$ cat src/source/mips_pkg.sv
`default_nettype none

package mips_pkg;

	localparam int IMEM_BYTES = 256;
	localparam int DMEM_WORDS = 1024;
	localparam int NUM_REGS   = 32;

	localparam logic [5:0] OP_RTYPE = 6'h00;
	localparam logic [5:0] OP_LW    = 6'h23;
	localparam logic [5:0] OP_SW    = 6'h2b;
	localparam logic [5:0] OP_BEQ   = 6'h04;
	localparam logic [5:0] OP_ADDI  = 6'h08;

	localparam logic [5:0] FN_ADD = 6'h20;
	localparam logic [5:0] FN_SUB = 6'h22;
	localparam logic [5:0] FN_AND = 6'h24;
	localparam logic [5:0] FN_OR  = 6'h25;
	localparam logic [5:0] FN_SLT = 6'h2a;

	localparam logic [2:0] ALU_AND = 3'b000;
	localparam logic [2:0] ALU_OR  = 3'b001;
	localparam logic [2:0] ALU_ADD = 3'b010;
	localparam logic [2:0] ALU_SUB = 3'b110;
	localparam logic [2:0] ALU_SLT = 3'b111;

	// ALU-op classes from control to execute
	localparam logic [1:0] ALUOP_MEM   = 2'b00; // Address add for lw/sw
	localparam logic [1:0] ALUOP_BEQ   = 2'b01; // Compare by subtract
	localparam logic [1:0] ALUOP_FUNCT = 2'b10; // Decided by funct field
	localparam logic [1:0] ALUOP_ADDI  = 2'b11;

	typedef struct packed {
		logic [5:0] opcode;
		logic [4:0] rs;
		logic [4:0] rt;
		logic [4:0] rd;
		logic [4:0] shamt;
		logic [5:0] funct;
	} r_format_t;

	typedef struct packed {
		logic [5:0]  opcode;
		logic [4:0]  rs;
		logic [4:0]  rt;
		logic [15:0] imm;
	} i_format_t;

	typedef union packed {
		r_format_t r;
		i_format_t i;
	} instr_t;

endpackage

`default_nettype wire

$ cat src/source/main_control.sv
`timescale 1ns/1ps
`default_nettype none

module main_control (
	input  logic [5:0] opcode,
	output logic       reg_dest,
	output logic       branch,
	output logic       mem_read,
	output logic       mem_to_reg,
	output logic       mem_write,
	output logic       alu_src,
	output logic       reg_write,
	output logic [1:0] alu_op
);
	import mips_pkg::*;

	always_comb begin
		reg_dest   = 1'b0; // Unsupported opcodes fall through as nop
		branch     = 1'b0;
		mem_read   = 1'b0;
		mem_to_reg = 1'b0;
		mem_write  = 1'b0;
		alu_src    = 1'b0;
		reg_write  = 1'b0;
		alu_op     = ALUOP_MEM;
		case (opcode)
			OP_RTYPE: begin
				reg_dest  = 1'b1;
				reg_write = 1'b1;
				alu_op    = ALUOP_FUNCT;
			end
			OP_LW: begin
				alu_src    = 1'b1;
				mem_read   = 1'b1;
				mem_to_reg = 1'b1;
				reg_write  = 1'b1;
			end
			OP_SW: begin
				alu_src   = 1'b1;
				mem_write = 1'b1;
			end
			OP_BEQ: begin
				branch = 1'b1;
				alu_op = ALUOP_BEQ;
			end
			OP_ADDI: begin
				alu_src   = 1'b1;
				reg_write = 1'b1;
				alu_op    = ALUOP_ADDI;
			end
			default: ;
		endcase
	end

endmodule

`default_nettype wire

$ cat config.mk
export PLATFORM = sky130hd
export DESIGN_NAME = main_control
export DESIGN_NICKNAME = d
export VERILOG_FILES = /design/src/source/mips_pkg.sv /design/src/source/main_control.sv
export SDC_FILE = /design/constraint.sdc
export NUM_CORES = 1
export LEC_CHECK = 0
export ABC_AREA = 1
export BUFFER_PORTS_ARGS = -buffer_cell sky130_fd_sc_hd__buf_4
export CELL_PAD_IN_SITES_DETAIL_PLACEMENT = 2
export CELL_PAD_IN_SITES_GLOBAL_PLACEMENT = 2
export CORE_AREA = 8 8 45 47
export DETAILED_ROUTE_END_ITERATION = 6
export DIE_AREA = 0 0 53 55
export PLACE_DENSITY = 0.62
export SLEW_MARGIN = 0
export SYNTH_ARGS = -nofsm -noshare
export SYNTH_HDL_FRONTEND = slang
export SYNTH_SLANG_ARGS = --single-unit
$ cat constraint.sdc
create_clock -name vclk -period 0.8
set_input_delay 0.04 -clock vclk [all_inputs]
set_output_delay 0.04 -clock vclk [all_outputs]
set_load 0.03 [all_outputs]
Word level (Yosys, flattened, before mapping)

Index checks and enable logic that the tools add are counted.

Input bits: 6
Bits in registers: 0

Equality and inequality tests: 4
Reduce and logical (&&, ||, !) cells: 3
Mux-type cells: 7

Operators with widths:

| operator                                                        | count |
|---|---|
| 6-bit == test, second input constant                            | 2 |
| 6-bit by 3-bit == test with 1-bit output, second input constant | 1 |
| 6-bit by 4-bit == test with 1-bit output, second input constant | 1 |
| 6-bit logical NOT                                               | 1 |
| 1-bit 2-to-1 mux                                                | 6 |
| 2-bit one-hot mux with 3 select lines                           | 1 |
| 3-bit OR reduction                                              | 2 |

Depth between registers and ports, before layout

Depth after elaboration: 3
Gate-level depth with buffers: 5
Gate-level depth less buffers: 4

Worst setup path before layout

OpenSTA, ideal clock, no wires.

Path type: input -> output
Start point: input opcode[4]
End point: output reg_write
Data arrival time: 0.745 ns
Required time: 0.760 ns
Setup slack: 0.015 ns
Cell stages on the path: 3
Path through: nor2_1 > nand2_2 > o21ai_1

Cells in the longest elaborated chain, start to end: 3
Elaborated cells between the ends (all ways): 5

Ends and longest elaborated chain:

| item                                                                   | line               | source |
|---|---|---|
| start, declared                                                        | main_control.sv:5  | `input logic [5:0] opcode,` |
| 6-bit by 4-bit == test with 1-bit output, or another cell as far along | main_control.sv:26 | `case (opcode)` |
| 3-bit OR reduction (no line) (*)                                       | --                 |  |
| 1-bit 2-to-1 mux (*)                                                   | main_control.sv:26 |  |
| end, declared                                                          | main_control.sv:12 | `output logic reg_write,` |

Every way passes the cells marked *; elsewhere a longest branch is shown, timed or not.

Worst setup path after layout

Start point: input opcode[1]
End point: output reg_write

The elaborated chain is that of the path after synthesis.

==> results_dict.tcl <==
set metrics [dict create \
    final_cell_mix "15 x buf_4, 7 x inv_1, 3 x nor2_4, 3 x nor2_1, 3 x nand3_1" \
    num-fill-cells 176 \
    gp_congestion 0.651 \
    chipWidth_um 53 \
    synthCells 25 \
    crit_fanout 5 \
    viasPerCell 3.73 \
    min_from "opcode[2]" \
    cp.arrival_ps 680 \
    setup_violations 0 \
    first_pass_iters 2 \
    place_area_um2 249 \
    synth_top_area_cell "inv_1" \
    post-route-util_pct 19.4 \
    die_area_um2 2920 \
    status "complete, no violations" \
    nets 47 \
    pre_cts_ws_ps -25.8 \
    synth_top_area_share_pct 21.2 \
    end_kind "output pin" \
    wl_per_cell_um 11.0 \
    fin_ws_ps 79.2 \
    ys_types 10 \
    critPathMostFrequentCell "buf_4" \
    worst-path-stages 5 \
    startpoint "opcode[1]" \
    crit_slowest_cell "buf_4" \
    cts_hold_buf 0 \
    crit_end "reg_write" \
    antenna_left 0 \
    syn_area_per_cell_um2 4.95 \
    grt_overflow 0 \
    hold_viol 0 \
    rsz0062_at_grt "no" \
    synth_area_leaders "inv_1 21%, nor2_1 15%, nor2_2 15%" \
    grt_start_max_net_pins 6 \
    drive_gt1_share_pct 59.0 \
    post-route-period-util_pct 90.1 \
    critPathMaxStageDelay_ps 170 \
    seq_cells 0 \
    path_cells "buf_4 > nor2_4 > nand2_2 > o21ai_1 > buf_4" \
    crit_family "buffers and inverters" \
    peakVddDrop_mv 0.0849 \
    grt_pass1_vias 230 \
    hpwl_um 550 \
    final_common_cell "buf_4" \
    worst_pin_slew_ps 121 \
    fin_area_um2 269 \
    path_buf_inv 2 \
    post_cts_buffers 0 \
    yosysWarnings 0 \
    critical_path_required_ps 760 \
    grtUsageTotal_pct 4.14 \
    p_leak_nw 0.156 \
    final_max_slew_viol_count 0 \
    post-route-min-period_ps 721 \
    grt_pass1_wl_um 979 \
    initial_core_util_pct 8.95 \
    drcViolationCount 0 \
    antenna_found_initial 0 \
    nClkBuffers 0 \
    fmax_ghz 1.39 \
    via_count 205 \
    seq_area_um2 0 \
    area_delta_synth_final_pct 117 \
    setup.worst_path.class "input port to output pin" \
    die_h_um 55 \
    antennaDiodeCount 0 \
    wl_um 605 \
    num_rows 14 \
    p_per_area_nw_per_um2 375 \
    syn_area_um2 124 \
    synthesis.nets 31 \
    slew-limit-headroom_pct 91.9 \
    start_kind "input port" \
    io_buffers 15 \
    io_pins 15 \
    hold_path.class "input port to output pin" \
    core_area_um2 1380 \
    drt_iter0_drc 2 \
    max-cap-violations 0 \
    yosysSeqAreaShare_pct 0 \
]
-- final cells by class --
type	count	area (um2)	area share, %
tap	16	20.0	7.44
timing repair buffer	15	113	41.9
multi-input combinational	17	110	40.9
inverter	7	26.3	9.77
-- power breakdown --
part           leakage (nW)  switching [mW]  total [mW]  internal [mW]
sequential                0               0           0              0
combinational         0.156          0.0586       0.101         0.0422
clock                     0               0           0              0
total                 0.156          0.0586       0.101         0.0422
-- how the worst min path moves through the flow --
stage | depth (start not counted) | slack (ps) | endpoint
6_report | 3 | 410 | alu_op[1]
3_5_place_dp | 3 | 400 | alu_op[1]
5_1_grt | 3 | 430 | alu_op[1]
4_1_cts | 3 | 410 | alu_op[1]
3_3_place_gp | 3 | 400 | alu_op[1]
2_1_floorplan | 1 | 190 | alu_op[1]
-- per-stage QoR --
stage | cells | TNS (ps) | power, mW | hold WS, ps
3_3_place_gp | 55 | 0 | 0.0881 | 400
3_5_place_dp | 55 | -37.7 | 0.0909 | 405
5_1_grt | 55 | 0 | 0.111 | 434
4_1_cts | 55 | 0 | 0.0925 | 405
6_report | 55 | 0 | 0.101 | 415
2_1_floorplan | 25 | 0 | 0.0437 | 192
-- cell usage after synthesis --
master and instances:
a21oi_2 1, inv_1 7, buf_4 1, nor2_1 5, nand3_2 1, nand2_2 1, nand3_1 3, nand2_1 2
nor2_2 3, o21ai_1 1
-- cells by family after synthesis --
kind of cell,count (synthesis),synth area share (%)
buffers and inverters,8,27.3
AO/OA/AOI/OAI,2,11.1
AND/OR/NAND/NOR,15,61.6
-- timing repair --
item,CTS,global route
pin swaps,0,1
gates resized for setup,1,4
setup endpoints to repair,2,5
-- per-layer routing --
metal  vias up  GRT usage [%]  wire (um)
met5         -              0          0
met4         0              0          0
met3         0           1.34         77
met2         8           8.59        323
met1        96           4.07        204
li1        101              -          -
No activity file was read; power rests on OpenSTA's default activity.
