`config.mk`:
```
export PLATFORM = sky130hd
export DESIGN_NAME = instruction_decode
export DESIGN_NICKNAME = d
export VERILOG_FILES = /design/src/source/mips_pkg.sv /design/src/source/instruction_decode.sv
export SDC_FILE = /design/constraint.sdc
export NUM_CORES = 1
export LEC_CHECK = 0
export ABC_CLOCK_PERIOD_IN_PS = 4100
export BUFFER_PORTS_ARGS = -buffer_cell sky130_fd_sc_hd__buf_2
export CORE_MARGIN = 2
export CORE_UTILIZATION = 47
export CTS_CLUSTER_DIAMETER = 150
export DETAILED_ROUTE_END_ITERATION = 10
export GPL_ROUTABILITY_DRIVEN = 0
export MAX_ROUTING_LAYER = met4
export PLACE_DENSITY = 0.7
export SLEW_MARGIN = 0
export SYNTH_ARGS = -nofsm -noshare
export SYNTH_HDL_FRONTEND = slang
export SYNTH_SLANG_ARGS = --single-unit
```
`constraint.sdc`:
```
create_clock -name clk -period 4.1 [get_ports clk]
set_input_delay 0.41 -clock clk [delete_from_list [all_inputs] [get_ports clk]]
set_output_delay 0.41 -clock clk [all_outputs]
set_load 0.03 [all_outputs]
```
`src/source/mips_pkg.sv`:
```
`default_nettype none

package mips_pkg;

	localparam int IMEM_BYTES = 256;
	localparam int DMEM_WORDS = 1024;
	localparam int NUM_REGS   = 32;

	localparam logic [5:0] OP_RTYPE = 6'h00;
	localparam logic [5:0] OP_LW    = 6'h23;
	localparam logic [5:0] OP_SW    = 6'h2b;
	localparam logic [5:0] OP_BEQ   = 6'h04;
	localparam logic [5:0] OP_ADDI  = 6'h08;

	localparam logic [5:0] FN_ADD = 6'h20;
	localparam logic [5:0] FN_SUB = 6'h22;
	localparam logic [5:0] FN_AND = 6'h24;
	localparam logic [5:0] FN_OR  = 6'h25;
	localparam logic [5:0] FN_SLT = 6'h2a;

	localparam logic [2:0] ALU_AND = 3'b000;
	localparam logic [2:0] ALU_OR  = 3'b001;
	localparam logic [2:0] ALU_ADD = 3'b010;
	localparam logic [2:0] ALU_SUB = 3'b110;
	localparam logic [2:0] ALU_SLT = 3'b111;

	// ALU-op classes from control to execute
	localparam logic [1:0] ALUOP_MEM   = 2'b00; // Address add for lw/sw
	localparam logic [1:0] ALUOP_BEQ   = 2'b01; // Compare by subtract
	localparam logic [1:0] ALUOP_FUNCT = 2'b10; // Decided by funct field
	localparam logic [1:0] ALUOP_ADDI  = 2'b11;

	typedef struct packed {
		logic [5:0] opcode;
		logic [4:0] rs;
		logic [4:0] rt;
		logic [4:0] rd;
		logic [4:0] shamt;
		logic [5:0] funct;
	} r_format_t;

	typedef struct packed {
		logic [5:0]  opcode;
		logic [4:0]  rs;
		logic [4:0]  rt;
		logic [15:0] imm;
	} i_format_t;

	typedef union packed {
		r_format_t r;
		i_format_t i;
	} instr_t;

endpackage

`default_nettype wire

```
`src/source/instruction_decode.sv`:
```
`timescale 1ns/1ps
`default_nettype none

module instruction_decode (
	input  logic             clk,
	input  logic             reset,
	input  mips_pkg::instr_t next_instruction,
	input  logic [31:0]      pc_plus4,
	input  logic             reg_dest,
	input  logic             branch,
	input  logic             mem_read,
	input  logic             mem_to_reg,
	input  logic             mem_write,
	input  logic             alu_src,
	input  logic             reg_write,
	input  logic [1:0]       alu_op,
	input  logic [31:0]      wb_data,
	input  logic [4:0]       wb_reg,
	input  logic             wb_write,
	output logic             ex_reg_dest,
	output logic             ex_branch,
	output logic             ex_mem_read,
	output logic             ex_mem_to_reg,
	output logic             ex_mem_write,
	output logic             ex_alu_src,
	output logic             ex_reg_write,
	output logic [1:0]       ex_alu_op,
	output logic [31:0]      ex_pc_plus4,
	output logic [31:0]      read_data_1,
	output logic [31:0]      read_data_2,
	output logic [31:0]      ext_imm,
	output logic [4:0]       rt,
	output logic [4:0]       rd
);
	import mips_pkg::*;

	logic [31:0] regs [NUM_REGS];
	logic [31:0] rs_value;
	logic [31:0] rt_value;

	// Write-first so the writer's value is visible in the same cycle
	function automatic logic [31:0] read_port(input logic [4:0] idx);
		if (idx == 5'd0)
			return 32'd0;
		if (wb_write && wb_reg == idx)
			return wb_data;
		return regs[idx];
	endfunction

	always_comb begin
		rs_value = read_port(next_instruction.r.rs);
		rt_value = read_port(next_instruction.r.rt);
	end

	always_ff @(posedge clk) begin
		if (wb_write && wb_reg != 5'd0)
			regs[wb_reg] <= wb_data; // r0 stays zero
	end

	always_ff @(posedge clk) begin
		if (reset) begin
			ex_reg_dest   <= 1'b0;
			ex_branch     <= 1'b0;
			ex_mem_read   <= 1'b0;
			ex_mem_to_reg <= 1'b0;
			ex_mem_write  <= 1'b0;
			ex_alu_src    <= 1'b0;
			ex_reg_write  <= 1'b0;
			ex_alu_op     <= '0;
			ex_pc_plus4   <= '0;
			read_data_1   <= '0;
			read_data_2   <= '0;
			ext_imm       <= '0;
			rt            <= '0;
			rd            <= '0;
		end else begin
			ex_reg_dest   <= reg_dest;
			ex_branch     <= branch;
			ex_mem_read   <= mem_read;
			ex_mem_to_reg <= mem_to_reg;
			ex_mem_write  <= mem_write;
			ex_alu_src    <= alu_src;
			ex_reg_write  <= reg_write;
			ex_alu_op     <= alu_op;
			ex_pc_plus4   <= pc_plus4;
			read_data_1   <= rs_value;
			read_data_2   <= rt_value;
			ext_imm       <= {{16{next_instruction.i.imm[15]}}, next_instruction.i.imm};
			rt            <= next_instruction.r.rt;
			rd            <= next_instruction.r.rd;
		end
	end

endmodule

`default_nettype wire

```
* Word-level counts from Yosys, hierarchy flattened *
Memory sizes are Yosys's and may differ from the RTL's.
Cells that the tools add are included.

word-level totals
  logic and storage cells = 39
  register bits after elaboration = 131
  memories kept = 1
  RAM bits = 1024
  input bits = 113

cells by class
  reductions and logical operators = 6
  equality and inequality tests = 2
  mux-type cells = 16

memory list
  memory  depth  width  rd ports  clocked after memory_dff  write ports  RTL line                  text
  regs    32     32     2         0                         1            instruction_decode.sv:37  logic [31:0] regs [NUM_REGS];

operator list
  cell                 count
  two-way mux 32 bit   8
  equality test 5 bit  2
  logical NOT 5 bit    2
  two-way mux 1 bit    8
  nonzero test 5 bit   1
  logical AND 1 bit    3

* Depth between registers and ports, before layout *
  depth in word-level cells = 6
  depth in mapped cells = 9
  depth with buffers taken out = 5

* Worst setup path before layout *
No wires, ideal clock.

  path kind = input -> register
  start = input port wb_write
  end = memory regs[12][0] (enable)
  stages on the path = 4
  data required time = 3679 ps
  data arrival time = 2594 ps
  slack = 1085 ps
  cells stage by stage = clkbuf_1 or3b_2 clkbuf_1 nor2_1

between the ends
  word-level cells in the longest chain between the ends = 3

RTL lines
  element                                  RTL line                  text
  start, declared                          instruction_decode.sv:19  input logic wb_write,
  logical AND 1 bit                        instruction_decode.sv:56  if (wb_write && wb_reg != 5'd0)
  two-way mux 1 bit                        instruction_decode.sv:56
  two-way mux 1 bit (not written as such)  instruction_decode.sv:57  regs[wb_reg] <= wb_data;
  end, declared                            instruction_decode.sv:37

No other way between the ends.

* Worst setup path after layout *
  start = input port next_instruction[16] in the netlist's numbering
  end = register read_data_2[16]

between the ends
  word-level cells in the longest chain between the ends = 6
  elaborated cells between the ends (all ways) = 10

RTL lines
  element                                                                            RTL line                  text
  start, declared                                                                    instruction_decode.sv:7   input mips_pkg::instr_t next_instruction,
  parallel branches: the longest is 5 deep, another holds memory read (32 x 32 bit)  n/a
  two-way mux 32 bit *                                                               instruction_decode.sv:45  if (wb_write && wb_reg == idx)
  end signal, assigned                                                               instruction_decode.sv:87  read_data_2 <= rt_value;
  end, declared                                                                      instruction_decode.sv:30  output logic [31:0] read_data_2,

Mark *: on every way between the ends. The select of a mux whose other input is x is not followed.
A chain may end at the register's enable or synchronous reset.

==> flow_metrics.env <==
export IMPL_antenna_found_initial=14
export IMPL_final_instance_count_excl_fill=4654
export IMPL_ios=260
export IMPL_cp_buffers_inverters=2
export IMPL_design_area_sq_um=58900
export IMPL_hold_viol_final=0
export IMPL_area_growth_pct=15.3
export IMPL_n_fill_cell=8194
export IMPL_fin_skew_ns=0.0276
export IMPL_regMostFlops="regs"
export IMPL_min_path_type="primary input to flip-flop"
export IMPL_startpoint_type="primary input"
export IMPL_status="finished, final reports clean"
export IMPL_synth_most_common_cell="edfxtp_1"
export IMPL_crit_family="simple AND/OR/NAND/NOR gates"
export IMPL_rows=120
export IMPL_tightest_slew_ns=1.30
export IMPL_start_util=0.475
export IMPL_fp_dieW_um=334
export IMPL_fin_hold_ws_ns=0.204
export IMPL_cts_buffers=117
export IMPL_avgSynthCellArea_sq_um=18.0
export IMPL_maxSlewHeadroom=0.134
export IMPL_ant_nets=0
export IMPL_grt_overflow_total=0
export IMPL_routed_via_count=31600
export IMPL_final_util=0.548
export IMPL_coreArea_sq_um=108000
export IMPL_post_cts_resized=0
export IMPL_async_reset_ff_frac=0
export IMPL_nets=3252
export IMPL_yosys_warnings=0
export IMPL_wire_per_inst_um=33.3
export IMPL_pre_cts_slack_ns=1.11
export IMPL_synthTopCellsByCount="edfxtp_1, mux4_2, mux2i_1, dfxtp_1, buf_2"
export IMPL_finalWirelength_um=155000
export IMPL_io_buffers=253
export IMPL_drt_initial_drc_count=4521
export IMPL_irDropWorstVdd_uv=335
export IMPL_synth_area_sq_um=51100
export IMPL_powerDensity_nw_per_um2=450
export IMPL_hpwl_um=86100
export IMPL_ys_seq_area_frac=0.651
export IMPL_max_stage_delay_ns=0.57
export IMPL_cts_setup_buffers=0
export IMPL_die_area_sq_um=111000
export IMPL_layout_drive_gt1_share=0.301
export IMPL_track_usage=0.284
export IMPL_netlist_instances=2831
export IMPL_wl_met2_um=73100
export IMPL_slowest_stage="nor2_4"
export IMPL_leakage_nw=19.9
export IMPL_clockRootBuffer="clkbuf_16"
export IMPL_fin_crit_ns=2.40
export IMPL_synth_distinct_cells=47
export IMPL_cts_buffer_depth=3
export IMPL_grt_max_degree=102
export IMPL_met1_length_um=56700
export IMPL_yosys_area_top_type="edfxtp_1"
export IMPL_min_period_over_period=0.586
export IMPL_cts_tree="yes"
export IMPL_synth_seq_cells=1150
export IMPL_arrival_ns=3.00
export IMPL_grt_pass1_vias=32000
export IMPL_dr_pass1_iters=6
export IMPL_vias_per_cell=6.78
export IMPL_slew_violations=0
export IMPL_clock_sinks=1150
export IMPL_rsz0062_at_grt="false"
export IMPL_drc_errors=0
export IMPL_path_class="primary input to flip-flop"
export IMPL_largest_reg_flops=1024
export IMPL_cap_violations=0
export IMPL_yosys_most_used_dff="edfxtp_1"
export IMPL_synth_edff_count=1024
export IMPL_cts_max_level=3
export IMPL_dp_cells=4366
export IMPL_clk_latency_ns=0.72
export IMPL_path_cells="buf_8 > xor2_1 > nor4_1 > nand3_1 > nor2_4 > buf_4 > a32o_1"
export IMPL_fin_ws_ns=1.70
export IMPL_clk_pin_slew_ns=0.06
export IMPL_worstPathMaxFanout=38
export IMPL_routed_top_layer="met4"
export IMPL_die_h_um=334
export IMPL_grt_pass1_wl_um=222000
export IMPL_worstPathRequired_ns=4.70
export IMPL_synth_top_area_frac=0.602
export IMPL_synth_area_leaders="edfxtp_1, mux4_2, mux2i_1"
export IMPL_total_power_mw=26.5
export IMPL_setup_violations=0
export IMPL_end_kind="flip-flop"
export IMPL_finalSetupTns_ns=0
export IMPL_dpl_cell_area_sq_um=54300
export IMPL_dr_wl_met3_um=18400
export IMPL_fmax_mhz=416
cell usage in the layout, fill, tap and decap left out, drive strengths merged, types with 3 or more instances in the layout:
| cell | n |
|---|---|
| mux2i | 253 |
| o311ai | 30 |
| or3b | 4 |
| buf | 356 |
| a32o | 32 |
| a21oi | 63 |
| nand3 | 38 |
| diode | 10 |
| a221o | 31 |
| a221oi | 63 |
| nor2b | 94 |
| xor2 | 4 |
| xnor2 | 6 |
| o21bai | 32 |
| inv | 4 |
| nand2 | 98 |
| dlygate4sd3 | 57 |
| conb | 32 |
| dfxtp | 126 |
| nor3 | 3 |
| bufinv | 15 |
| nand3b | 6 |
| o221ai | 32 |
| a211oi | 32 |
| a22oi | 97 |
| clkbuf | 153 |
| clkinv | 45 |
| nor2 | 73 |
| mux4 | 386 |
| o22ai | 32 |
| edfxtp | 1024 |
| clkinvlp | 6 |
routing by layer:
layer,up-vias,GRT usage
met5,-,-
met4,0,0.113
met3,418,0.0645
met2,2313,0.439
met1,16300,0.369
li1,12500,-
cells by family after synthesis:
group                  synth area share
flip-flops                        0.651
multiplexers                      0.220
AO/OA/AOI/OAI                    0.0685
AND/OR/NAND/NOR                  0.0309
buffers and inverters            0.0279
XOR/XNOR                        0.00171
other                         0.0000734
report_power, final:
part           switching [mW]  internal, mW
logic                    1.48         0.914
registers               0.107          13.0
clock network            4.53          6.48
path summary, 6_finish.rpt:
kind	from	end	slack, ns	depth (start not counted)
worst min-delay path	wb_data[29]	regs[28][29]	0.20	1
worst max-delay path	next_instruction[16]	read_data_2[16]	1.70	7
worst min register to register	regs[13][30]	read_data_2[30]	0.84	4
worst max register to register	regs[11][5]	read_data_2[5]	2.35	4
cell type report:
class	instances	area (sq um)	area share
well taps	1403	1760	0.0298
multi-input cells	1455	16800	0.286
repair buffers	413	3030	0.0514
inverters	2	7.51	0.000127
clock buffers	153	3240	0.0550
diodes	10	25.0	0.000425
clock inverters	68	746	0.0127
flip-flops and latches	1150	33300	0.565
timing repair:
item,CTS,global route
endpoints found under the setup margin,0,0
endpoints found under the hold margin,57,0
hold buffers,57,0
Note: power is estimated with default switching activity, not from simulation.
