===== config.mk =====
export PLATFORM = sky130hd
export DESIGN_NAME = execute
export DESIGN_NICKNAME = d
export VERILOG_FILES = /design/src/source/mips_pkg.sv /design/src/source/execute.sv
export SDC_FILE = /design/constraint.sdc
export NUM_CORES = 1
export LEC_CHECK = 0
export BUFFER_PORTS_ARGS = -buffer_cell sky130_fd_sc_hd__buf_2
export CAP_MARGIN = 10
export CORE_UTILIZATION = 50
export DETAILED_ROUTE_END_ITERATION = 7
export PLACE_DENSITY = 0.79
export SYNTH_ARGS = -nofsm -noshare
export SYNTH_HDL_FRONTEND = slang
export SYNTH_SLANG_ARGS = --single-unit

===== constraint.sdc =====
create_clock -name clk -period 4.6 [get_ports clk]
set_input_delay 0.92 -clock clk [delete_from_list [all_inputs] [get_ports clk]]
set_output_delay 0.92 -clock clk [all_outputs]
set_load 0.005 [all_outputs]

===== src/source/mips_pkg.sv =====
`default_nettype none

package mips_pkg;

	localparam int IMEM_BYTES = 256;
	localparam int DMEM_WORDS = 1024;
	localparam int NUM_REGS   = 32;

	localparam logic [5:0] OP_RTYPE = 6'h00;
	localparam logic [5:0] OP_LW    = 6'h23;
	localparam logic [5:0] OP_SW    = 6'h2b;
	localparam logic [5:0] OP_BEQ   = 6'h04;
	localparam logic [5:0] OP_ADDI  = 6'h08;

	localparam logic [5:0] FN_ADD = 6'h20;
	localparam logic [5:0] FN_SUB = 6'h22;
	localparam logic [5:0] FN_AND = 6'h24;
	localparam logic [5:0] FN_OR  = 6'h25;
	localparam logic [5:0] FN_SLT = 6'h2a;

	localparam logic [2:0] ALU_AND = 3'b000;
	localparam logic [2:0] ALU_OR  = 3'b001;
	localparam logic [2:0] ALU_ADD = 3'b010;
	localparam logic [2:0] ALU_SUB = 3'b110;
	localparam logic [2:0] ALU_SLT = 3'b111;

	// ALU-op classes from control to execute
	localparam logic [1:0] ALUOP_MEM   = 2'b00; // Address add for lw/sw
	localparam logic [1:0] ALUOP_BEQ   = 2'b01; // Compare by subtract
	localparam logic [1:0] ALUOP_FUNCT = 2'b10; // Decided by funct field
	localparam logic [1:0] ALUOP_ADDI  = 2'b11;

	typedef struct packed {
		logic [5:0] opcode;
		logic [4:0] rs;
		logic [4:0] rt;
		logic [4:0] rd;
		logic [4:0] shamt;
		logic [5:0] funct;
	} r_format_t;

	typedef struct packed {
		logic [5:0]  opcode;
		logic [4:0]  rs;
		logic [4:0]  rt;
		logic [15:0] imm;
	} i_format_t;

	typedef union packed {
		r_format_t r;
		i_format_t i;
	} instr_t;

endpackage

`default_nettype wire


===== src/source/execute.sv =====
`timescale 1ns/1ps
`default_nettype none

module execute (
	input  logic        clk,
	input  logic        reset,
	input  logic        ex_reg_dest,
	input  logic        ex_branch,
	input  logic        ex_mem_read,
	input  logic        ex_mem_to_reg,
	input  logic        ex_mem_write,
	input  logic        ex_alu_src,
	input  logic        ex_reg_write,
	input  logic [1:0]  ex_alu_op,
	input  logic [31:0] ex_pc_plus4,
	input  logic [31:0] read_data_1,
	input  logic [31:0] read_data_2,
	input  logic [31:0] ext_imm,
	input  logic [4:0]  rt,
	input  logic [4:0]  rd,
	output logic [31:0] alu_result,
	output logic        zero,
	output logic [31:0] branch_target,
	output logic [31:0] store_data,
	output logic [4:0]  dest_reg,
	output logic        reg_write,
	output logic        mem_to_reg,
	output logic        mem_read,
	output logic        mem_write,
	output logic        branch
);
	import mips_pkg::*;

	logic [2:0]  alu_ctl;
	logic [31:0] operand_b;
	logic [31:0] result;

	always_comb begin
		alu_ctl = ALU_ADD;
		case (ex_alu_op)
			ALUOP_BEQ: alu_ctl = ALU_SUB;
			ALUOP_FUNCT: begin
				case (ext_imm[5:0]) // funct field of the R-format word
					FN_SUB:  alu_ctl = ALU_SUB;
					FN_AND:  alu_ctl = ALU_AND;
					FN_OR:   alu_ctl = ALU_OR;
					FN_SLT:  alu_ctl = ALU_SLT;
					default: alu_ctl = ALU_ADD; // Also the all-zero nop
				endcase
			end
			default: alu_ctl = ALU_ADD; // lw, sw and addi
		endcase
	end

	assign operand_b = ex_alu_src ? ext_imm : read_data_2;

	always_comb begin
		case (alu_ctl)
			ALU_SUB: result = read_data_1 - operand_b;
			ALU_AND: result = read_data_1 & operand_b;
			ALU_OR:  result = read_data_1 | operand_b;
			ALU_SLT: result = {31'd0, $signed(read_data_1) < $signed(operand_b)};
			default: result = read_data_1 + operand_b;
		endcase
	end

	always_ff @(posedge clk) begin
		if (reset) begin
			alu_result    <= '0;
			zero          <= 1'b0;
			branch_target <= '0;
			store_data    <= '0;
			dest_reg      <= '0;
			reg_write     <= 1'b0;
			mem_to_reg    <= 1'b0;
			mem_read      <= 1'b0;
			mem_write     <= 1'b0;
			branch        <= 1'b0;
		end else begin
			alu_result    <= result;
			zero          <= (result == 32'd0);
			branch_target <= ex_pc_plus4 + {ext_imm[29:0], 2'b00}; // Word offset
			store_data    <= read_data_2;
			dest_reg      <= ex_reg_dest ? rd : rt;
			reg_write     <= ex_reg_write;
			mem_to_reg    <= ex_mem_to_reg;
			mem_read      <= ex_mem_read;
			mem_write     <= ex_mem_write;
			branch        <= ex_branch;
		end
	end

	// Control and funct arrive through two register stages
	alu_ctl_known: assert property (@(posedge clk) disable iff (reset) !$isunknown(alu_ctl))
		else $error("ALU operation unknown");

endmodule

`default_nettype wire


Word-level counts from Yosys, hierarchy flattened

Cells that the tools add are included.

Flip-flop bits (word level): 107
Bits of input ports: 149
Word-level logic and storage cells: 32
Output and inout bits: 107

Muxes and demuxes: 5
Equal/unequal tests: 9
$add $sub $neg: 3
Bitwise logic cells: 2
Reductions and logical operators: 2
Magnitude comparators: 1

Operator list:

| kind                 | number |
|---|---|
| $pmux W32 S4         | 1 |
| $add A32 B32 Y32     | 2 |
| $and A32 B32 Y32     | 1 |
| $logic_not A32 Y1    | 1 |
| $lt A32 B32 Y1       | 1 |
| $mux W32             | 1 |
| $or A32 B32 Y32      | 1 |
| $sub A32 B32 Y32     | 1 |
| $eq A6 B6 Y1 const B | 4 |
| $pmux W3 S4          | 1 |
| $eq A3 B3 Y1 const B | 2 |
| $pmux W3 S2          | 1 |
| $mux W5              | 1 |
| $eq A3 B1 Y1 const B | 1 |
| $logic_not A3 Y1     | 1 |
| $eq A2 B1 Y1 const B | 1 |
| $eq A2 B2 Y1 const B | 1 |

Longest topological paths before layout

Gate-level depths: netlist (run 1).

Depth in word-level cells: 6
Depth in mapped cells: 17
Gate-level depth less buffers: 15

Least setup slack after synthesis (run 1)

No wires, ideal clock.

Path type: in2reg
From: input port ex_alu_src
To: register zero
Data arrival time: 4.854 ns
Setup time: 0.061 ns
Stages on the path: 17
Path buffers: 2
Setup slack: -0.315 ns
Required time: 4.539 ns
Cells stage by stage: clkbuf_1 buf_1 mux2i_1 inv_1 ha_1 fa_1 a21o_1 and3_1 o2111ai_4 a41o_4 nor4_2 or4_1 a32oi_1 nand3_1 nor4_1 and4_1 and4_1

Cells in the longest elaborated chain, start to end: 4
Elaborated cells between the ends (all ways): 8
Those cells by class: add/sub (2); order compare (1); mux (2); bitwise (2); reduce/logical (1)

RTL lines:

| what                                           | line          | text |
|---|---|---|
| start, declared                                | execute.sv:12 | `input logic ex_alu_src,` |
| $mux W32 (*)                                   | execute.sv:55 | `assign operand_b = ex_alu_src ? ext_imm : read_data_2;` |
| $add A32 B32 Y32, or another cell as far along | execute.sv:63 | `default: result = read_data_1 + operand_b;` |
| $pmux W32 S4 (*)                               | execute.sv:58 | `case (alu_ctl)` |
| $logic_not A32 Y1 (*)                          | execute.sv:81 | `zero <= (result == 32'd0);` |
| end signal, assigned                           | execute.sv:81 |  |
| end, declared                                  | execute.sv:22 | `output logic zero,` |

Every way passes the cells marked *; elsewhere a longest branch is shown, timed or not.
A chain may end at the register's enable or synchronous reset.

Final worst setup path (run 1)

Ends and elaborated chain as after synthesis.

==> results of run 1 <==
## report_power, final
group          leakage (nW)  switching, W  internal, W
combinational          5.61      0.000933     0.000785
sequential            0.891     0.0000261      0.00102
clock                 0.135      0.000373     0.000376
total                  6.64       0.00133      0.00218
## timing repair
action	4_1_cts	5_1_grt
endpoints found under the hold margin	0	0
resized for setup	0	26
setup buffers	0	3
endpoints found under the setup margin	0	5
## cells by family (layout without fill, tap and decap cells)
family                   Yosys count  count (layout)
XOR/XNOR                          37              37
other                              0               3
multiplexers                      43              43
flip-flops                       107             107
AO/OA/AOI/OAI                    357             357
AND/OR/NAND/NOR                  389             389
buffers and inverters            161             579
adder cells (fa/ha/maj)          140             140
## final cells by class
class | count | area (µm²) | share of cell area
Timing Repair Buffer | 459 | 2840 | 0.217
Multi-Input combinational cell | 966 | 7120 | 0.543
Tap cell | 260 | 325 | 0.0248
Clock inverter | 7 | 57.6 | 0.00439
Clock buffer | 9 | 225 | 0.0172
Antenna cell | 3 | 7.51 | 0.000573
Sequential cell | 107 | 2140 | 0.163
Inverter | 104 | 390 | 0.0298
## cells in the final DEF (no fill, tap or decap), types with 33 or more instances in the layout
master     n
a21oi_1   83
buf_2    253
buf_4    204
dfxtp_1  107
ha_1     137
inv_1    104
nand2_1   54
nand3_1   33
nor2_1   115
nor2b_1   59
nor3_1    36
o21ai_0   49
## worst min path at each step
stage | to | slack, ps | cells past startpoint
detailed placement | mem_write | 1140 | 2
global route | mem_write | 770 | 2
finish | branch_target[0] | 780 | 2
CTS | branch_target[0] | 770 | 2
floorplan | branch | 1050 | 1
global placement | mem_write | 1140 | 2
## metal layers
layer	wire length, µm	up-vias	track usage
met3	3680	99	0.0606
met2	16600	647	0.572
li1	-	5285	-
met1	15200	5244	0.463
met5	0	-	0
met4	1320	0	0.162
## stage by stage
stage | TNS [ps] | total power, W
finish | 0 | 0.00352
global placement | -708 | 0.00270
detailed placement | -590 | 0.00271
global route | -45.5 | 0.00369
floorplan | 0 | 0.00196
CTS | 0 | 0.00346
==> tab_implementation.tex, run 1 <==
\begin{tabular}{lr}
\hline
Metric & Value \\
\hline
\multicolumn{2}{l}{\textbf{Run status}} \\
Run status & finished, final reports clean \\
\multicolumn{2}{l}{\textbf{Drt}} \\
Overall via count from detail\_route & between 10000 and 15000 \\
Total wire length after detailed routing & $\sim$37 mm \\
Drt initial violations & 1090 \\
Vias per Instance & 5.89 \\
Number of iterations in the first detailed-routing pass & 5 \\
Residual DRC count & 0 \\
Detailed-route wire length per cell & 19.2 µm \\
Post-detailed-route count of antenna-violating nets & 0 \\
\multicolumn{2}{l}{\textbf{Clock tree}} \\
Maximum buffer depth of the clock tree & 2 \\
Clock tree sinks & 107 \\
Cts hold-fix bufs & 0 \\
Clk slew on worst S/H paths & 80 ps \\
Number of buffers created by CTS & 9 \\
Root buffer cell & clkbuf\_16 \\
Number of H-tree levels & 3 \\
CTS tree & built \\
\multicolumn{2}{l}{\textbf{Finish}} \\
Final Instance Area & 13100 µm² \\
Share of layout cells above drive strength 1 & 0.307 \\
Final std cells w/o fill & 1915 \\
Area overhead of the layout relative to synthesis & 33.8\% \\
Top flop regs & alu\_result (32), branch\_target (32), store\_data (32) \\
Filler Cell Count & 1565 \\
Nets & around 1900 \\
Final core utilization & 0.691 \\
\multicolumn{2}{l}{\textbf{Synthesis}} \\
Synth cell count leaders & ha\_1 (137), nor2\_1 (115), dfxtp\_1 (107), inv\_1 (104), a21oi\_1 (84) \\
Total of warnings raised by yosys & 0 \\
Count of different cell masters after synthesis & 78 \\
Xor and xnor fraction of the mapped netlist area & 0.0331 \\
Proportion of synthesized area in mux cells & 0.0439 \\
Sequential element share of the synthesized area & 0.219 \\
Count of state elements after synthesis & 107 \\
Synthesized net count & between 1500 and 2000 \\
Count leader, synth & ha\_1 \\
Post-synthesis compound-gate area fraction & 0.254 \\
Adder-cell share of the synthesized area & 0.181 \\
Gate count of the mapped netlist & 1234 \\
Average footprint of a synthesized cell & 7.94 µm² \\
Post-synthesis async set-or-reset flop share & 0 \\
Netlist area before placement & 9800 µm² \\
Post-synth EDFFs & 0 \\
Cell type with the highest aggregate area in the netlist & dfxtp\_1 \\
Fraction of synthesized cell area taken by the top area cell type & 0.219 \\
Combinational family with the most area after synthesis & compound AO/OA/AOI/OAI gates \\
Predominant post-synthesis flop cell & dfxtp\_1 \\
Largest cells by area after synthesis & dfxtp\_1 (22\%), ha\_1 (17\%), nor2\_1 (4.4\%) \\
Post-Synth Simple-Gate Area & 0.205 \\
\multicolumn{2}{l}{\textbf{Die}} \\
Chip Height & 142 µm \\
Initial cell density of the core & 0.517 \\
Core Box Area & 19000 µm² \\
Number of core rows & 50 \\
Number of primary I/O pins & between 200 and 300 \\
Horizontal die dimension & 142 µm \\
Area enclosed by the die boundary & 20200 µm² \\
\multicolumn{2}{l}{\textbf{Setup path}} \\
Timing endpoint of the critical path & zero \\
Crit-path cells & buf\_4, buf\_4, mux2i\_2, inv\_1, buf\_4, ha\_1, a211oi\_1, o21ai\_0, buf\_4, o211ai\_1, nand4bb\_1, a31oi\_1, buf\_4, mux2i\_1, nand3\_1, a211o\_1, nor4\_1, and4\_1, and4\_1 \\
Number of buffers and inverters on the critical path & 6 \\
Signal arrival time at the worst endpoint & 4810 ps \\
Max stage delay cell, worst path & mux2i\_2 \\
Critical path peak fanout & 9 \\
Top delay family on crit path & compound AO/OA/AOI/OAI gates \\
Cell occurring most often along the worst timing path & buf\_4 \\
WS Path Type & input pin to register \\
Maximum cell stage delay along the critical path & between 200 and 300 ps \\
Required time at the endpoint of the critical path & 4890 ps \\
Startpoint types & input pin \\
Critical Path Source & ex\_alu\_src \\
Instance count on the critical path & 19 \\
Kind of end point of the critical path & register \\
\multicolumn{2}{l}{\textbf{Global route}} \\
Number of antenna violations at the first check in global routing & 3 \\
Via count of the first global-routing pass & 10593 \\
Tot GR Track Use & 0.355 \\
First-pass GRT wire length & 55.7 mm \\
Maximum number of pins on one net before global-route repair & 88 \\
Overflow left after global routing & 0 \\
\multicolumn{2}{l}{\textbf{Timing}} \\
Final worst setup slack & 86.8 ps \\
Portion of the clock cycle consumed by the worst path in the final layout & 0.981 \\
Maximum clock frequency & 222 MHz \\
Number of hold-slack violations in the final timing report & 0 \\
Fin crit period & between 4000 and 5000 ps \\
Worst-Margin Slew & 907 ps \\
Final number of max-transition violations & 0 \\
Count of endpoints failing setup in the final report & 0 \\
Remaining max-slew budget at the tightest pin & 0.395 \\
Worst Hold Slack & $\sim$780 ps \\
\multicolumn{2}{l}{\textbf{Place}} \\
Placed Cells incl. Taps & around 1900 \\
Final estimated routing congestion in global placement & a little over 1 \\
Pre-CTS setup slack & -311 ps \\
Placed Instance Area & roughly 13000 µm² \\
DPL Wire Length & 29.6 mm \\
Buffers added on ports & 255 \\
\multicolumn{2}{l}{\textbf{Run}} \\
Max cap viols & 0 \\
\multicolumn{2}{l}{\textbf{Pwr}} \\
Worst voltage drop across the vdd grid & around 0.00015 V \\
Leakage power total & 6.64 nW \\
P per Cell Area & approximately 270 nW/µm² \\
\multicolumn{2}{l}{\textbf{Min path}} \\
Hold Crit Start & ex\_pc\_plus4[0] \\
Worst min-delay path class & input pin to register \\
\hline
\end{tabular}
Power figures use the tool's default switching activity.
==> run 2: changes to the inputs <==
--- a/config.mk
+++ b/config.mk
@@ -9,7 +9,9 @@
 export CAP_MARGIN = 10
 export CORE_UTILIZATION = 50
 export DETAILED_ROUTE_END_ITERATION = 7
+export GPL_ROUTABILITY_DRIVEN = 1
 export PLACE_DENSITY = 0.79
+export REMOVE_ABC_BUFFERS = 1
 export SYNTH_ARGS = -nofsm -noshare
 export SYNTH_HDL_FRONTEND = slang
 export SYNTH_SLANG_ARGS = --single-unit
==> run 2 against run 1 <==
Effect of this change:
- sequential cell count did not move
- cell area rose by 2.4%
- sequential share of layout area fell by 0.38 points
- via count rose by 0.56%
- global-route usage rose by 0.67 points
- combinational power rose by 4%
- clock power rose by 6.8%
==> tab_implementation.tex, run 2 (synthesized netlist as in run 1, its figures left out) <==
\begin{tabular}{lr}
\hline
Metric & Value \\
\hline
\multicolumn{2}{l}{\textbf{Finish}} \\
Nets & 1975 (was 1936) \\
Commonest cells after routing, fill and taps aside & buf\_2 (253), buf\_4 (241), ha\_1 (137), nor2\_1 (115), dfxtp\_1 (107) (was buf\_2 (253), buf\_4 (204), ha\_1 (137), nor2\_1 (115), dfxtp\_1 (107)) \\
Share of layout cells above drive strength 1 & 0.319 (was 0.307) \\
Most frequent standard cell in the layout excluding fill and tap cells & buf\_2 (unchanged) \\
Top flop regs & alu\_result (32), branch\_target (32), store\_data (32) (unchanged) \\
Area overhead of the layout relative to synthesis & 37.0\% (was 33.8\%) \\
\multicolumn{2}{l}{\textbf{Global route}} \\
Overflow left after global routing & 0 (unchanged) \\
Maximum number of pins on one net before global-route repair & 87 (was 88) \\
First-pass GRT wire length & 56.4 mm (was 55.7 mm) \\
Via count of the first global-routing pass & 10643 (was 10593) \\
Number of antenna violations at the first check in global routing & 2 (was 3) \\
Tot GR Track Use & 0.362 (was 0.355) \\
\multicolumn{2}{l}{\textbf{Setup path}} \\
Maximum cell stage delay along the critical path & 460 ps (was 290 ps) \\
WS Path Type & input pin to register (unchanged) \\
Required time at the endpoint of the critical path & 4900 ps (was 4890 ps) \\
Crit-path cells & buf\_4, mux2i\_2, inv\_1, ha\_1, fa\_1, a21o\_1, and3\_1, buf\_4, o2111ai\_4, a41o\_4, nor4\_2, or4\_1, a32oi\_1, nand3\_1, nor4\_2, and4\_1, and4\_1 (was buf\_4, buf\_4, mux2i\_2, inv\_1, buf\_4, ha\_1, a211oi\_1, o21ai\_0, buf\_4, o211ai\_1, nand4bb\_1, a31oi\_1, buf\_4, mux2i\_1, nand3\_1, a211o\_1, nor4\_1, and4\_1, and4\_1) \\
Startpoint types & input pin (unchanged) \\
Max stage delay cell, worst path & or4\_1 (was mux2i\_2) \\
Timing endpoint of the critical path & zero (unchanged) \\
Critical path peak fanout & 7 (was 9) \\
Critical Path Source & ex\_alu\_src (unchanged) \\
Kind of end point of the critical path & register (unchanged) \\
Signal arrival time at the worst endpoint & 4860 ps (was 4810 ps) \\
\multicolumn{2}{l}{\textbf{Run}} \\
Max cap viols & 0 (unchanged) \\
\multicolumn{2}{l}{\textbf{Die}} \\
Number of primary I/O pins & 256 (unchanged) \\
Initial cell density of the core & 0.517 (unchanged) \\
Core Box Area & 19000 µm² (unchanged) \\
Horizontal die dimension & 142 µm (unchanged) \\
Number of core rows & 50 (unchanged) \\
Area enclosed by the die boundary & 20200 µm² (unchanged) \\
Chip Height & 142 µm (unchanged) \\
\multicolumn{2}{l}{\textbf{Min path}} \\
Worst min-delay path class & input pin to register (unchanged) \\
\multicolumn{2}{l}{\textbf{Clock tree}} \\
Number of buffers created by CTS & 9 (unchanged) \\
CTS tree & built (unchanged) \\
Maximum buffer depth of the clock tree & 2 (unchanged) \\
Root buffer cell & clkbuf\_16 (unchanged) \\
Number of H-tree levels & 3 (unchanged) \\
Clock tree sinks & 107 (unchanged) \\
Clk slew on worst S/H paths & 80 ps (about the same) \\
\multicolumn{2}{l}{\textbf{Drt}} \\
Detailed-route wire length per cell & 19.2 µm (about the same) \\
Residual DRC count & 0 (unchanged) \\
Total wire length after detailed routing & 37.4 mm (was 36.8 mm) \\
Vias per Instance & 5.81 (was 5.89) \\
Post-detailed-route count of antenna-violating nets & 0 (unchanged) \\
Drt initial violations & 1163 (was 1090) \\
Number of iterations in the first detailed-routing pass & 8 (was 5) \\
Overall via count from detail\_route & 11338 (was 11275) \\
\multicolumn{2}{l}{\textbf{Timing}} \\
Remaining max-slew budget at the tightest pin & 0.397 (was 0.395) \\
Number of hold-slack violations in the final timing report & 0 (unchanged) \\
Count of endpoints failing setup in the final report & 0 (unchanged) \\
Worst Hold Slack & 769 ps (was 780 ps) \\
Fin crit period & 4570 ps (was 4510 ps) \\
Worst-Margin Slew & 905 ps (was 907 ps) \\
Final number of max-transition violations & 0 (unchanged) \\
Maximum clock frequency & 219 MHz (was 222 MHz) \\
Portion of the clock cycle consumed by the worst path in the final layout & 0.993 (was 0.981) \\
\multicolumn{2}{l}{\textbf{Pwr}} \\
Leakage power total & 6.85 nW (was 6.64 nW) \\
Total power consumption of the routed design & 0.00364 W (was 0.00352 W) \\
P per Cell Area & 271 nW/µm² (was 268 nW/µm²) \\
Worst voltage drop across the vdd grid & 0.000193 V (was 0.000155 V) \\
\multicolumn{2}{l}{\textbf{Place}} \\
Buffers added on ports & 255 (unchanged) \\
DPL Wire Length & 29.7 mm (was 29.6 mm) \\
Final estimated routing congestion in global placement & 0.981 (was 1.03) \\
\multicolumn{2}{l}{\textbf{Run status}} \\
Run status & finished, final reports clean (unchanged) \\
\hline
\end{tabular}
## run 2: changes by cell type in the layout (fill, tap and decap cells not counted), moves of 2 or more
cell / change
buf_4: +37
clkinvlp_4: -2
inv_8: +2
mux2i_1: +7
mux2i_2: -9
mux2i_4: +2
o41ai_1: +2
o41ai_2: -2
## run 2: worst min-delay path by stage
stage                         startpoint          endpoint  slack, ps  cells after the start
final                     ex_pc_plus4[0]  branch_target[0]        770                      2
after global routing      ex_pc_plus4[0]  branch_target[0]        770                      2
after CTS                 ex_pc_plus4[0]  branch_target[0]        760                      2
after floorplan                    reset  branch_target[3]        990                      1
after global placement    ex_pc_plus4[0]  branch_target[0]       1130                      2
after detailed placement  ex_pc_plus4[0]  branch_target[0]       1140                      2
## run 2: area by class of cell
cell class	count	area, µm²
Clock inverter	6	60.1
Multi-Input combinational cell	966	7110
Fill cell	1541	5540
Antenna cell	2	5.00
Clock buffer	10	239
Inverter	104	390
Timing Repair Buffer	498	3150
Tap cell	260	325
Sequential cell	107	2140
## run 2: per-stage QoR
| step | util | setup slack (ps) | instances | area [µm²] | setup TNS [ps] |
|---|---|---|---|---|---|
| 2_1_floorplan | - | 380 | 1177 | 9550 | 0 |
| 3_3_place_gp | 0.686 | -309 | 1932 | 13000 | -714 |
| 3_5_place_dp | 0.686 | -332 | 1932 | 13000 | -877 |
| 4_1_cts | 0.702 | 21.9 | 1948 | 13300 | 0 |
| 5_1_grt | 0.708 | -37.7 | 1953 | 13400 | -37.7 |
| 6_report | 0.708 | 32.8 | 1953 | 13400 | 0 |
## run 2: layer usage
| metal | GRT usage | wire length, µm | share of wire | vias up |
|---|---|---|---|---|
| li1 | - | - | - | 5377 |
| met2 | 0.584 | 16800 | 0.45 | 615 |
| met1 | 0.466 | 15500 | 0.41 | 5255 |
| met3 | 0.0834 | 3760 | 0.10 | 91 |
| met5 | 0 | 0 | 0 | - |
| met4 | 0.142 | 1290 | 0.035 | 0 |
## run 2: power breakdown
part / total (W) / internal [W] / switching, W
sequential: 0.00105 / 0.00102 / 0.0000248
clock: 0.000800 / 0.000401 / 0.000400
combinational: 0.00179 / 0.000833 / 0.000956
total: 0.00364 / 0.00226 / 0.00138
## run 2: what timing repair did
| action | 4_1_cts | 5_1_grt |
|---|---|---|
| buffers inserted | 0 | 3 |
| resized for setup | 1 | 20 |
| endpoints found under the hold margin | 0 | 0 |
| pin swaps | 0 | 8 |
| hold buffers | 0 | 0 |
| setup endpoints to repair | 1 | 4 |
## run 2: critical path, delay by kind of cell
| kind | cells | cell delay, ps |
|---|---|---|
| AO/OA/AOI/OAI | 4 | 930 |
| buffers and inverters | 3 | 430 |
| AND/OR/NAND/NOR | 7 | 1650 |
| adder cells (fa/ha/maj) | 2 | 670 |
| multiplexers | 1 | 260 |
